==> config.mk <==
export PLATFORM = sky130hd
export DESIGN_NAME = instruktionsDekodierer
export DESIGN_NICKNAME = d
export VERILOG_FILES = /design/src/dekoderPkg.sv /design/src/instruktionsDekodierer.sv
export SDC_FILE = /design/constraint.sdc
export NUM_CORES = 1
export LEC_CHECK = 0
export BUFFER_PORTS_ARGS = -buffer_cell sky130_fd_sc_hd__buf_2
export CORE_UTILIZATION = 25
export CTS_CLUSTER_DIAMETER = 60
export DETAILED_ROUTE_END_ITERATION = 10
export PLACE_DENSITY_LB_ADDON = 0.25
export SYNTH_ARGS = -nofsm -noshare
export SYNTH_HDL_FRONTEND = slang
export SYNTH_SLANG_ARGS = --single-unit
==> constraint.sdc <==
create_clock -name Reset -period 1.8 [get_ports Reset]
set_input_delay 0.27 -clock Reset [delete_from_list [all_inputs] [get_ports Reset]]
set_output_delay 0.27 -clock Reset [all_outputs]
set_load 0.02 [all_outputs]
==> src/dekoderPkg.sv <==
package dekoderPkg;

    localparam int wortBreite    = 32;
    localparam int regAdrBreite  = 6;    // Bit 5 selects the float bank
    localparam int speicherTiefe = 64;

    // Opcodes that need their own handling
    localparam logic [5:0] loadCode   = 6'b111000;
    localparam logic [5:0] loadSCode  = 6'b111001;
    localparam logic [5:0] storeCode  = 6'b111010;
    localparam logic [5:0] storeSCode = 6'b111011;
    localparam logic [5:0] jregCode   = 6'b111100;
    localparam logic [5:0] bezCode    = 6'b111101;
    localparam logic [5:0] bnezCode   = 6'b111110;
    localparam logic [5:0] jalCode    = 6'b111111;
    localparam logic [5:0] jmpCode    = 6'b010000;
    localparam logic [5:0] addisCode  = 6'b110000;

    // Top opcode bits
    localparam logic [1:0] registerFormat  = 2'b00;
    localparam logic [1:0] jumpFormat      = 2'b01;
    localparam logic       immediateFormat = 1'b1;

    // Function field bits 5:4
    localparam logic [1:0] arithmetik = 2'b00;
    localparam logic [1:0] vergleich  = 2'b01;
    localparam logic [1:0] gleitkomma = 2'b10;
    localparam logic [1:0] vektor     = 2'b11;

    localparam logic [regAdrBreite-1:0] linkRegister = 6'd31;

    typedef enum logic [1:0] {
        holen      = 2'b00,
        dekodieren = 2'b01,
        ausfuehren = 2'b10,
        ruhe       = 2'b11
    } ablaufZustand;

endpackage

==> src/instruktionsDekodierer.sv <==
`timescale 1ns/1ps

module instruktionsDekodierer (
    input  logic                                Reset,
    input  logic                                DekodierSignal,
    input  logic                                dekodierStrobe,
    input  logic [dekoderPkg::wortBreite-1:0]   Instruktion,
    output logic [dekoderPkg::regAdrBreite-1:0] QuellRegister1,
    output logic [dekoderPkg::regAdrBreite-1:0] QuellRegister2,
    output logic [dekoderPkg::regAdrBreite-1:0] ZielRegister,
    output logic [dekoderPkg::wortBreite-1:0]   IDaten,
    output logic                                ImmediateAktiv,
    output logic [5:0]                          FunktionsCode,
    output logic                                JALBefehl,
    output logic                                RelativerSprung,
    output logic                                LoadBefehl,
    output logic                                StoreBefehl,
    output logic                                UnbedingterSprungBefehl,
    output logic                                BedingterSprungBefehl,
    output logic                                AbsoluterSprung,
    output logic                                Sprungbedingung
);

    logic [dekoderPkg::wortBreite-1:0] aktuellerBefehl;

    logic [5:0]  opcode;
    logic [1:0]  format;
    logic [1:0]  kategorie;
    logic [4:0]  zRegister;
    logic [4:0]  q1Register;
    logic [4:0]  q2Register;
    logic [5:0]  funktion;
    logic [4:0]  funktionAnfang;
    logic [15:0] kleinerImmediate;
    logic [25:0] grosserImmediate;
    logic [3:0]  gleitkommaBefehl;
    logic        floatBank;

    always_ff @(posedge Reset or posedge DekodierSignal) begin
        if (DekodierSignal) begin
            aktuellerBefehl <= '0;
        end else if (dekodierStrobe) begin
            aktuellerBefehl <= Instruktion;
        end
    end

    assign opcode           = aktuellerBefehl[31:26];
    assign format           = aktuellerBefehl[31:30];
    assign kategorie        = aktuellerBefehl[5:4];
    assign zRegister        = aktuellerBefehl[25:21];
    assign q1Register       = aktuellerBefehl[20:16];
    assign q2Register       = aktuellerBefehl[15:11];
    assign funktion         = aktuellerBefehl[5:0];
    assign funktionAnfang   = aktuellerBefehl[30:26];
    assign kleinerImmediate = aktuellerBefehl[15:0];
    assign grosserImmediate = aktuellerBefehl[25:0];
    assign gleitkommaBefehl = aktuellerBefehl[3:0];

    // Float ops in register format live in the upper bank
    assign floatBank = (format == dekoderPkg::registerFormat)
                    && (kategorie == dekoderPkg::gleitkomma);

    assign QuellRegister1 = {floatBank, q1Register};

    // Stores read their data register from the target field
    assign QuellRegister2 = (opcode == dekoderPkg::storeCode)  ? {1'b0, zRegister} :
                            (opcode == dekoderPkg::storeSCode) ? {1'b1, zRegister} :
                            {floatBank, q2Register};

    assign ZielRegister =
        (opcode == dekoderPkg::loadSCode || opcode == dekoderPkg::storeSCode
            || (floatBank && gleitkommaBefehl < 4'd8)) ? {1'b1, zRegister} :
        (format == dekoderPkg::registerFormat
            || format[1] == dekoderPkg::immediateFormat) ? {1'b0, zRegister} :
        '0;

    assign IDaten =
        (format == dekoderPkg::jumpFormat) ? {6'b0, grosserImmediate} :
        (opcode == dekoderPkg::addisCode)  ? {kleinerImmediate, 16'b0} :
        (format[1] == dekoderPkg::immediateFormat && opcode > dekoderPkg::addisCode
            && opcode < dekoderPkg::loadCode) ? {16'b0, kleinerImmediate} :  // Logic ops
        (format[1] == dekoderPkg::immediateFormat) ?
            {{16{kleinerImmediate[15]}}, kleinerImmediate} :
        '0;

    assign ImmediateAktiv = (format == dekoderPkg::jumpFormat)
                         || (format[1] == dekoderPkg::immediateFormat);

    assign FunktionsCode =
        (format == dekoderPkg::registerFormat) ? funktion :
        (opcode == dekoderPkg::addisCode || format == dekoderPkg::jumpFormat
            || opcode >= dekoderPkg::loadCode) ? 6'b0 :
        {1'b0, funktionAnfang};

    assign JALBefehl       = (opcode == dekoderPkg::jalCode);
    assign AbsoluterSprung = (opcode == dekoderPkg::jregCode);
    assign LoadBefehl      = (opcode == dekoderPkg::loadCode || opcode == dekoderPkg::loadSCode);
    assign StoreBefehl     = (opcode == dekoderPkg::storeCode || opcode == dekoderPkg::storeSCode);
    assign Sprungbedingung = (opcode == dekoderPkg::bezCode);   // High means branch on zero

    assign BedingterSprungBefehl = (opcode == dekoderPkg::bezCode)
                                || (opcode == dekoderPkg::bnezCode);

    assign UnbedingterSprungBefehl = (opcode == dekoderPkg::jregCode)
                                  || (opcode == dekoderPkg::jalCode)
                                  || (opcode == dekoderPkg::jmpCode);

    assign RelativerSprung = (opcode == dekoderPkg::jalCode) || (opcode == dekoderPkg::jmpCode)
                          || BedingterSprungBefehl;

    keinLoadUndStore: assert property (
        @(posedge Reset) disable iff (DekodierSignal)
        !(LoadBefehl && StoreBefehl)
    );

endmodule

==> results of run 1 <==
report_power, final:
group          switching (uW)  leakage, uW  total [uW]  internal, uW
logic                     542      0.00118        1140           601
registers                85.2     0.000370         878           793
clock network             259    0.0000455         571           312
total                     887      0.00160        2590          1710
cell families after synthesis:
family | Yosys count | share of synthesized area, %
AND/OR/NAND/NOR | 61 | 18.8
multiplexers | 37 | 21.3
flip-flops | 32 | 41.0
AO/OA/AOI/OAI | 28 | 11.4
buffers and inverters | 25 | 7.17
XOR/XNOR | 1 | 0.448
worst reg2reg max path, cell delays in order, from the launching register on:
cell	delay [ns]
dfrtp_2	0.44
buf_6	0.13
buf_4	0.14
mux2_2	0.25
cell usage after synthesis (3+ instances only):
cell type / n
mux2_2: 36
dfrtp_1: 32
and2_1: 24
and3_1: 10
o22a_1: 10
buf_4: 8
nor2_1: 8
buf_2: 7
nand2_1: 6
a21o_1: 5
inv_1: 5
clkbuf_1: 4
a22o_1: 3
o21ai_0: 3
timing repair:
action	CTS	global route
pin swaps	23	6
setup endpoints to repair	50	57
endpoints found under the hold margin	0	0
setup buffers	2	3
gates resized for setup	117	33
cloned	0	0
per-stage QoR:
step	hold slack [ns]	cell area [sq um]	instances	util (%)	total power, uW
global placement	0.386	2600	380	35.1	1730
CTS	0.0787	3080	390	41.5	2570
floorplan	0.386	1950	184	-	1430
global route	0.106	3210	393	43.3	2740
detailed placement	0.392	2600	380	35.1	1730
finish	0.0726	3210	393	43.3	2590
metal layers:
layer  share of wire, %  global-route usage (%)  vias to the layer above  wire length [um]
met5                  0                       0                        -                 0
met4                2.2                    6.85                        0               135
met3                5.2                    4.04                       11               317
met2                 47                    24.6                       58              2870
met1                 46                    19.2                      875              2800
li1                   -                       -                      858                 -
final timing paths:
kind	slack, ns	depth (start not counted)	endpoint
setup / recovery	-0.15	4	FunktionsCode[4]
hold / removal	0.07	3	aktuellerBefehl[2]
setup reg to reg	0.73	3	aktuellerBefehl[28]
hold reg to reg	0.53	1	aktuellerBefehl[7]
max in group asynchronous	1.40	3	aktuellerBefehl[29]
min in group Reset	0.21	3	aktuellerBefehl[29]
cell type report:
class	instances	area (sq um)	share of cell area (%)
tap	99	124	3.86
timing repair buffer	122	1000	31.3
sequential	32	806	25.1
multi-input combinational	127	1170	36.4
clock buffer	8	90.1	2.81
inverter	5	18.8	0.585
==> impl_metrics.csv, run 1 <==
group,metric,value,unit
synthesis,synthArstFlopShare,100,%
clocking,cts_buffers,5,
critical_path,path_cells,"buf_4 -> or3_4 -> a32o_1 -> buf_2",
sta,fmax,512,MHz
critical_path,slowest_stage,"or3_4",
global_routing,grt_first_pass_wirelength,9680,um
critical_path,worstSetupStartpointType,"flip-flop",
job,maxCapViolCount,0,
sta,setup_viol,40,
placed_design,gp_congestion,0.880,
critical_path,crit_buf_inv,2,
clocking,hold_buffers,0,
global_routing,grt_max_degree,34,
critical_path,crit_family,"simple AND/OR/NAND/NOR gates",
placed_design,pre_cts_slack,0.0777,ns
critical_path,crit_start,"aktuellerBefehl[26]",
floorplan,rows,31,
synthesis,synthesis.nets,219,
critical_path,path_max_fanout,9,
drt,drc,0,
clocking,cts-root-buf,"clkbuf_8",
synthesis,synthTopCellsByArea,"dfrtp_1 41%, mux2_2 21%, and2_1 7.7%, o22a_1 4.5%, and3_1 3.2%",
outcome,violations,"negative setup slack",
synthesis,synth_top_area_share,41.0,%
layout,regMostFlops,"aktuellerBefehl",
layout,areaGrowthSynthToFinish,64.3,%
critical_path,reg2reg_from,"aktuellerBefehl[28]",
drt,routed_wl,6120,um
critical_path,crit_path_end_kind,"output pin",
drt,dr.pass1.iters,4,
drt,vias_per_cell,4.59,
critical_path,criticalPathCategory,"flip-flop to output pin",
clocking,cts_sinks,32,
clocking,cts.clk_slew.worst_paths,0.06,ns
global_routing,gr-total-overflow,0,
sta,slew_viol_final,0,
layout,mostFrequentLayoutCell,"buf_6",
power,irDropWorstVdd,0.382,mV
synthesis,ys_ff_latch,32,
synthesis,syn_inst,184,
placed_design,io_buffers,99,
min_path,hp-class,"input port to asynchronous set/reset pin",
placed_design,hpwl,4410,um
sta,worst_pin_slew,0.424,ns
synthesis,seq_area_frac_synth,41.0,%
synthesis,synthFlopType,"dfrtp_1",
clocking,cts_buffer_depth,2,
floorplan,coreArea,0.00741,sq mm
drt,vias,1802,
sta,fin_skew,0,ns
layout,drive_gt1_share,70.4,%
sta,setup_tns,-3.12,ns
drt,wire_per_inst,15.6,um
synthesis,yosysTopAreaCell,"dfrtp_1",
synthesis,ys_warn_count,0,
layout,largest_reg_flops,32,
sta,period_minus_slack,1.95,ns
layout,top_regs,"aktuellerBefehl x32",
critical_path,crit_required,1.53,ns
power,cellLeakagePower,0.00160,uW
sta,hold_viol,0,
sta,period_share,109,%
critical_path,crit_arrival,1.68,ns
layout,final_cell_mix,"48 x buf_6, 47 x buf_2, 31 x mux2_2",
layout,n_antenna_cell,0,
power,p_per_area,808,mW/mm^2
clocking,htreeDepth,2,
clocking,worstSkewPairLatency,0.28,ns
sta,rsz0062_at_grt,"true",
synthesis,synth_edf_count,0,
floorplan,dieArea,0.00817,sq mm
synthesis,netlist_area,0.00195,sq mm
floorplan,die_x,90.4,um
clocking,cts_tree,"yes",
drt,drt_first_iter_violations,28,
global_routing,grtUsageTotal,15.3,%
layout,fin_nets,328,
outcome,status,"finished with violations",
drt,drtAntennaViolNets,0,
sta,layout_setup_ws,-0.153,ns
global_routing,antenna_found_initial,0,
global_routing,grt_pass1_vias,1880,
floorplan,die_height,90.4,um
synthesis,ys_types,34,
sta,max_slew_margin,71.7,%
critical_path,slowest_delay,0.41,ns
floorplan,start_util,26.4,%
floorplan,ios,100,
synthesis,avgSynthCellArea,10.6,sq um
layout,n_fill_cell,730,
No activity file was read; power rests on OpenSTA's default activity.
==> inputs of run 2 (changes only) <==
Settings changed: BUFFER_PORTS_ARGS -buffer_cell sky130_fd_sc_hd__buf_2 to unset, DONT_BUFFER_PORTS set to 1, GPL_TIMING_DRIVEN set to 0.
==> run 2 against run 1 <==
Net effect:
- the run still ends with negative setup slack left
- core utilization is 5.8 points lower
- combinational power down 18%
- sequential share of layout area increased by 3.8 points
- critical path depth rose by 1
- clock skew stayed put
- via count decreased by 14%
- highest routed layer unchanged
==> impl_metrics.csv, run 2 (synthesis gave the netlist of run 1 again) <==
group,metric,value,unit
global_routing,antenna_found_initial,0,
placed_design,io_buffers,0,
sta,setup_viol,42,
floorplan,die_x,90.4,um
placed_design,hpwl,4400,um
floorplan,coreArea,0.00741,sq mm
sta,hold_viol,0,
layout,design_area,0.00278,sq mm
layout,n_antenna_cell,0,
floorplan,dieArea,0.00817,sq mm
layout,regMostFlops,"aktuellerBefehl",
drt,routed_wl,6280,um
layout,final_cell_mix,"31 x mux2_2, 30 x dfrtp_1, 27 x buf_4",
sta,period_share,109,%
critical_path,path_max_fanout,7,
clocking,cts_tree,"yes",
global_routing,grt_first_pass_wirelength,9340,um
drt,vias_per_cell,4.87,
placed_design,placed_cell_area,0.00209,sq mm
critical_path,worstSetupStartpointType,"flip-flop",
layout,drive_gt1_share,71.1,%
clocking,cts_sinks,32,
clocking,cts_buffer_depth,2,
layout,top_regs,"aktuellerBefehl x32",
drt,drtAntennaViolNets,0,
drt,drc,0,
critical_path,crit_buf_inv,2,
critical_path,slowest_delay,0.43,ns
floorplan,start_util,26.4,%
drt,dr.pass1.iters,4,
drt,vias,1545,
outcome,violations,"negative setup slack",
outcome,status,"finished with violations",
power,power,2400,uW
job,maxCapViolCount,0,
power,irDropWorstVdd,0.354,mV
placed_design,dpl.cell_count,284,
clocking,cts.clk_slew.worst_paths,0.06,ns
global_routing,grt_pass1_vias,1563,
critical_path,crit_family,"flip-flops",
global_routing,met2_usage,25.3,%
layout,areaGrowthSynthToFinish,42.3,%
placed_design,gp_congestion,0.758,
placed_design,pre_cts_slack,-0.352,ns
sta,fmax,510,MHz
sta,slew_viol_final,0,
sta,period_minus_slack,1.96,ns
critical_path,criticalPathCategory,"flip-flop to output pin",
critical_path,slowest_stage,"dfrtp_2",
critical_path,crit_required,1.53,ns
sta,max_slew_margin,42.2,%
clocking,cts_buffers,5,
critical_path,path_cells,"buf_4 -> buf_6 -> and4b_1 -> nand2_4 -> mux2_4",
sta,fin_skew,0,ns
min_path,hp-class,"input port to asynchronous set/reset pin",
clocking,htreeDepth,2,
sta,layout_setup_ws,-0.159,ns
global_routing,met1_usage,19.6,%
power,p_per_area,863,mW/mm^2
global_routing,grtUsageTotal,15.4,%
floorplan,die_height,90.4,um
layout,fin_nets,252,
global_routing,busiest_layer,"met2",
clocking,cts-root-buf,"clkbuf_8",
sta,worst_pin_slew,0.866,ns
sta,rsz0062_at_grt,"true",
global_routing,groute.layer.met3.usage,4.21,%
layout,finalNonFillerCells,317,
power,cellLeakagePower,0.00121,uW
clocking,worstSkewPairLatency,0.27,ns
layout,largest_reg_flops,32,
global_routing,grt_max_degree,21,
drt,wire_per_inst,19.8,um
critical_path,crit_arrival,1.69,ns
critical_path,crit_path_end_kind,"output pin",
floorplan,rows,31,
global_routing,gr-total-overflow,0,
floorplan,ios,100,
drt,drt_first_iter_violations,37,
layout,mostFrequentLayoutCell,"mux2_2",
run 2: cell types whose count changed in the layout (fill, tap and decap cells not counted), moves of 3 or more:
cell    change
buf_2      -43
buf_6      -39
o22a_1     -10
o22a_4      +7
and2_2      +6
a21o_1      -5
a21o_4      +5
and2_4      -4
nor2_4      +3
o22a_2      +3
run 2: power breakdown:
part	internal [uW]	switching (uW)
clock network	312	270
registers	792	87.6
logic	419	520
total	1520	878
run 2: path summary, 6_finish.rpt:
path                                     startpoint             endpoint  slack (ns)  cells after the start
worst max-delay path            aktuellerBefehl[29]    QuellRegister2[4]       -0.16                      5
worst max register to register  aktuellerBefehl[30]  aktuellerBefehl[30]        0.71                      3
min in group Reset                  Instruktion[29]  aktuellerBefehl[29]        0.12                      2
max in group asynchronous            DekodierSignal  aktuellerBefehl[29]        1.15                      1
worst min register to register   aktuellerBefehl[7]   aktuellerBefehl[7]        0.55                      1
worst min-delay path                 DekodierSignal  aktuellerBefehl[27]        0.06                      1
run 2: cell type report:
cell class | count | area, sq um
fillers | 744 | 4630
flip-flops and latches | 32 | 803
clock buffers | 8 | 90.1
inverters | 5 | 18.8
multi-input cells | 127 | 1360
well taps | 99 | 124
repair buffers | 28 | 239
plain buffers | 18 | 149
run 2: worst register-to-register path: cells and delay by family, from the launching register on:
family / cells / cell delay, ns
buffers and inverters: 2 / 0.29
flip-flops: 1 / 0.40
multiplexers: 1 / 0.29
run 2: through the flow:
| stage | hold WS, ns | setup TNS [ns] | util [%] |
|---|---|---|---|
| after detailed placement | 0.398 | -1.93 | 28.3 |
| after global routing | 0.117 | -7.62 | 37.5 |
| final | 0.0587 | -4.07 | 37.5 |
| after floorplan | 0.386 | 0 | - |
| after global placement | 0.400 | -1.40 | 28.1 |
| after CTS | 0.0964 | -6.78 | 34.6 |
run 2: what timing repair did:
item / CTS / global route
pin swaps: 20 / 16
resized for setup: 91 / 38
buffers inserted: 14 / 10
hold buffers: 0 / 0
endpoints found under the setup margin: 57 / 57
cloned: 3 / 0
run 2: per-layer routing:
layer,share of wire [%],wire length (um)
met1,44,2750
met2,50,3130
met3,5.8,365
met4,0.65,41
met5,0,0
==> inputs of run 3 (changes only) <==
Settings changed: BUFFER_PORTS_ARGS set to -buffer_cell sky130_fd_sc_hd__buf_2, CTS_BUF_LIST set to sky130_fd_sc_hd__clkbuf_8, DONT_BUFFER_PORTS 1 to unset, PLACE_DENSITY_LB_ADDON 0.25 to 0.2.
==> run 3 against run 2 <==
Net effect:
- the flow still finishes with violations (negative setup slack)
- worst hold slack gained 0.036 ns
- clock power rose by 3.6%
- wire length decreased by 1.4%
- final cell count is 27% higher
- critical path type unchanged
==> impl_metrics.csv, run 3 (synthesis gave the netlist of run 1 again) <==
group,metric,value,unit
outcome,status,"finished with violations",
outcome,violations,"negative setup slack",
floorplan,coreArea,0.00741,sq mm
global_routing,antenna_found_initial,0,
sta,fin_hold_ws,0.0950,ns
critical_path,crit_required,1.53,ns
placed_design,io_buffers,98,
sta,period_share,112,%
power,power,2610,uW
floorplan,ios,100,
drt,dr.pass1.iters,4,
global_routing,grt_pass1_vias,1830,
job,maxCapViolCount,0,
critical_path,path_max_fanout,6,
global_routing,grt_max_degree,33,
layout,final_cell_mix,"59 x buf_2, 44 x buf_6, 31 x mux2_2, 31 x dfrtp_1, 26 x buf_4",
floorplan,dieArea,0.00817,sq mm
layout,drive_gt1_share,69.6,%
critical_path,crit_path_end_kind,"output pin",
power,p_per_area,812,mW/mm^2
power,power_switching_share,34.2,%
floorplan,die_x,90.4,um
floorplan,rows,31,
drt,wire_per_inst,15.4,um
placed_design,hpwl,4470,um
layout,largest_reg_flops,32,
layout,regMostFlops,"aktuellerBefehl",
power,irDropWorstVdd,0.347,mV
power,p_int,1720,uW
layout,mostFrequentLayoutCell,"buf_2",
placed_design,pre_cts_slack,-0.146,ns
drt,routed_wl,6190,um
drt,drt_first_iter_violations,23,
sta,fin_skew,0,ns
power,clkPwrFrac,23.1,%
drt,drc,0,
global_routing,gr-total-overflow,0,
floorplan,die_height,90.4,um
global_routing,grt_first_pass_wirelength,9970,um
floorplan,start_util,26.4,%
clocking,cts_buffers,5,
placed_design,gp_congestion,0.792,
sta,fmax,495,MHz
power,seqPwrFrac,33.2,%
critical_path,crit_arrival,1.75,ns
global_routing,grtUsageTotal,15.8,%
sta,setup_viol,46,
sta,worst_pin_slew,0.705,ns
clocking,cts_tree,"yes",
sta,period_minus_slack,2.02,ns
sta,slew_viol_final,0,
sta,hold_viol,0,
clocking,htreeDepth,2,
drt,drtAntennaViolNets,0,
critical_path,criticalPathCategory,"flip-flop to output pin",
power,power.switching,893,uW
clocking,cts.clk_slew.worst_paths,0.07,ns
sta,max_slew_margin,52.9,%
clocking,cts_buffer_depth,2,
clocking,cts_sinks,32,
sta,layout_setup_ws,-0.221,ns
layout,areaGrowthSynthToFinish,64.7,%
power,combPwrFrac,43.7,%
layout,fin_nets,338,
sta,rsz0062_at_grt,"true",
drt,vias_per_cell,4.41,
clocking,cts-root-buf,"clkbuf_8",
power,cellLeakagePower,0.00163,uW
clocking,worstSkewPairLatency,0.28,ns
drt,vias,1774,
layout,n_antenna_cell,0,
layout,top_regs,"aktuellerBefehl x32",
critical_path,worstSetupStartpointType,"flip-flop",
min_path,hp-class,"input port to asynchronous set/reset pin",
-- run 3: cell count changes in the layout (fill, tap and decap cells not counted), moves of 7 or more --
cell / previous run / this run
buf_2: 4 / 59
buf_6: 9 / 44
o22a_1: 0 / 10
o22a_4: 7 / 0
-- run 3: worst max-delay path, stage by stage, from the launching register on --
cell	delay, ns
dfrtp_1	0.40
buf_4	0.14
buf_6	0.12
and4b_1	0.21
nand2_4	0.14
mux2_4	0.32
buf_6	0.13
-- run 3: what timing repair did --
| item | CTS | global route |
|---|---|---|
| pin swaps | 14 | 10 |
| setup endpoints to repair | 55 | 56 |
| buffers inserted | 10 | 4 |
| hold buffers | 0 | 0 |
| resized for setup | 119 | 26 |
| gates cloned | 2 | 0 |
-- run 3: stage by stage --
stage / area [sq um] / utilization (%) / instances / setup TNS, ns
finish: 3220 / 43.5 / 402 / -6.53
global route: 3220 / 43.5 / 402 / -10.11
CTS: 3120 / 42.1 / 399 / -8.72
detailed placement: 2570 / 34.7 / 381 / -1.70
global placement: 2570 / 34.7 / 381 / -1.63
floorplan: 1950 / - / 184 / 0
-- run 3: power by group through the flow --
stage	combinational, uW	sequential (uW)	clock [uW]
5_1_grt	1210	881	657
4_1_cts	1100	865	622
6_report	1140	867	603
2_1_floorplan	580	847	0
3_5_place_dp	840	874	0
3_3_place_gp	836	874	0
-- run 3: routing by layer --
layer / part of all wire, % / track usage [%] / vias up / wire length (um)
li1: - / - / 879 / -
met4: 2.0 / 5.65 / 0 / 122
met2: 47 / 26.1 / 56 / 2910
met5: 0 / 0 / - / 0
met1: 47 / 20.3 / 830 / 2920
met3: 4.0 / 3.37 / 9 / 249
-- run 3: cell type report --
cell class	count	area [sq um]
fillers	748	4190
multi-input cells	127	1170
plain buffers	18	149
inverters	5	18.8
clock buffers	7	96.3
well taps	99	124
repair buffers	114	862
flip-flops and latches	32	802
-- run 3: path summary, 6_finish.rpt --
check | to | depth (start not counted) | start | slack (ns)
hold / removal | aktuellerBefehl[28] | 2 | DekodierSignal | 0.09
setup / recovery | QuellRegister2[0] | 6 | aktuellerBefehl[29] | -0.22
setup reg to reg | aktuellerBefehl[27] | 3 | aktuellerBefehl[27] | 0.71
hold reg to reg | aktuellerBefehl[9] | 1 | aktuellerBefehl[9] | 0.54
max in group asynchronous | aktuellerBefehl[28] | 2 | DekodierSignal | 1.22
min in group Reset | aktuellerBefehl[29] | 3 | Instruktion[29] | 0.21
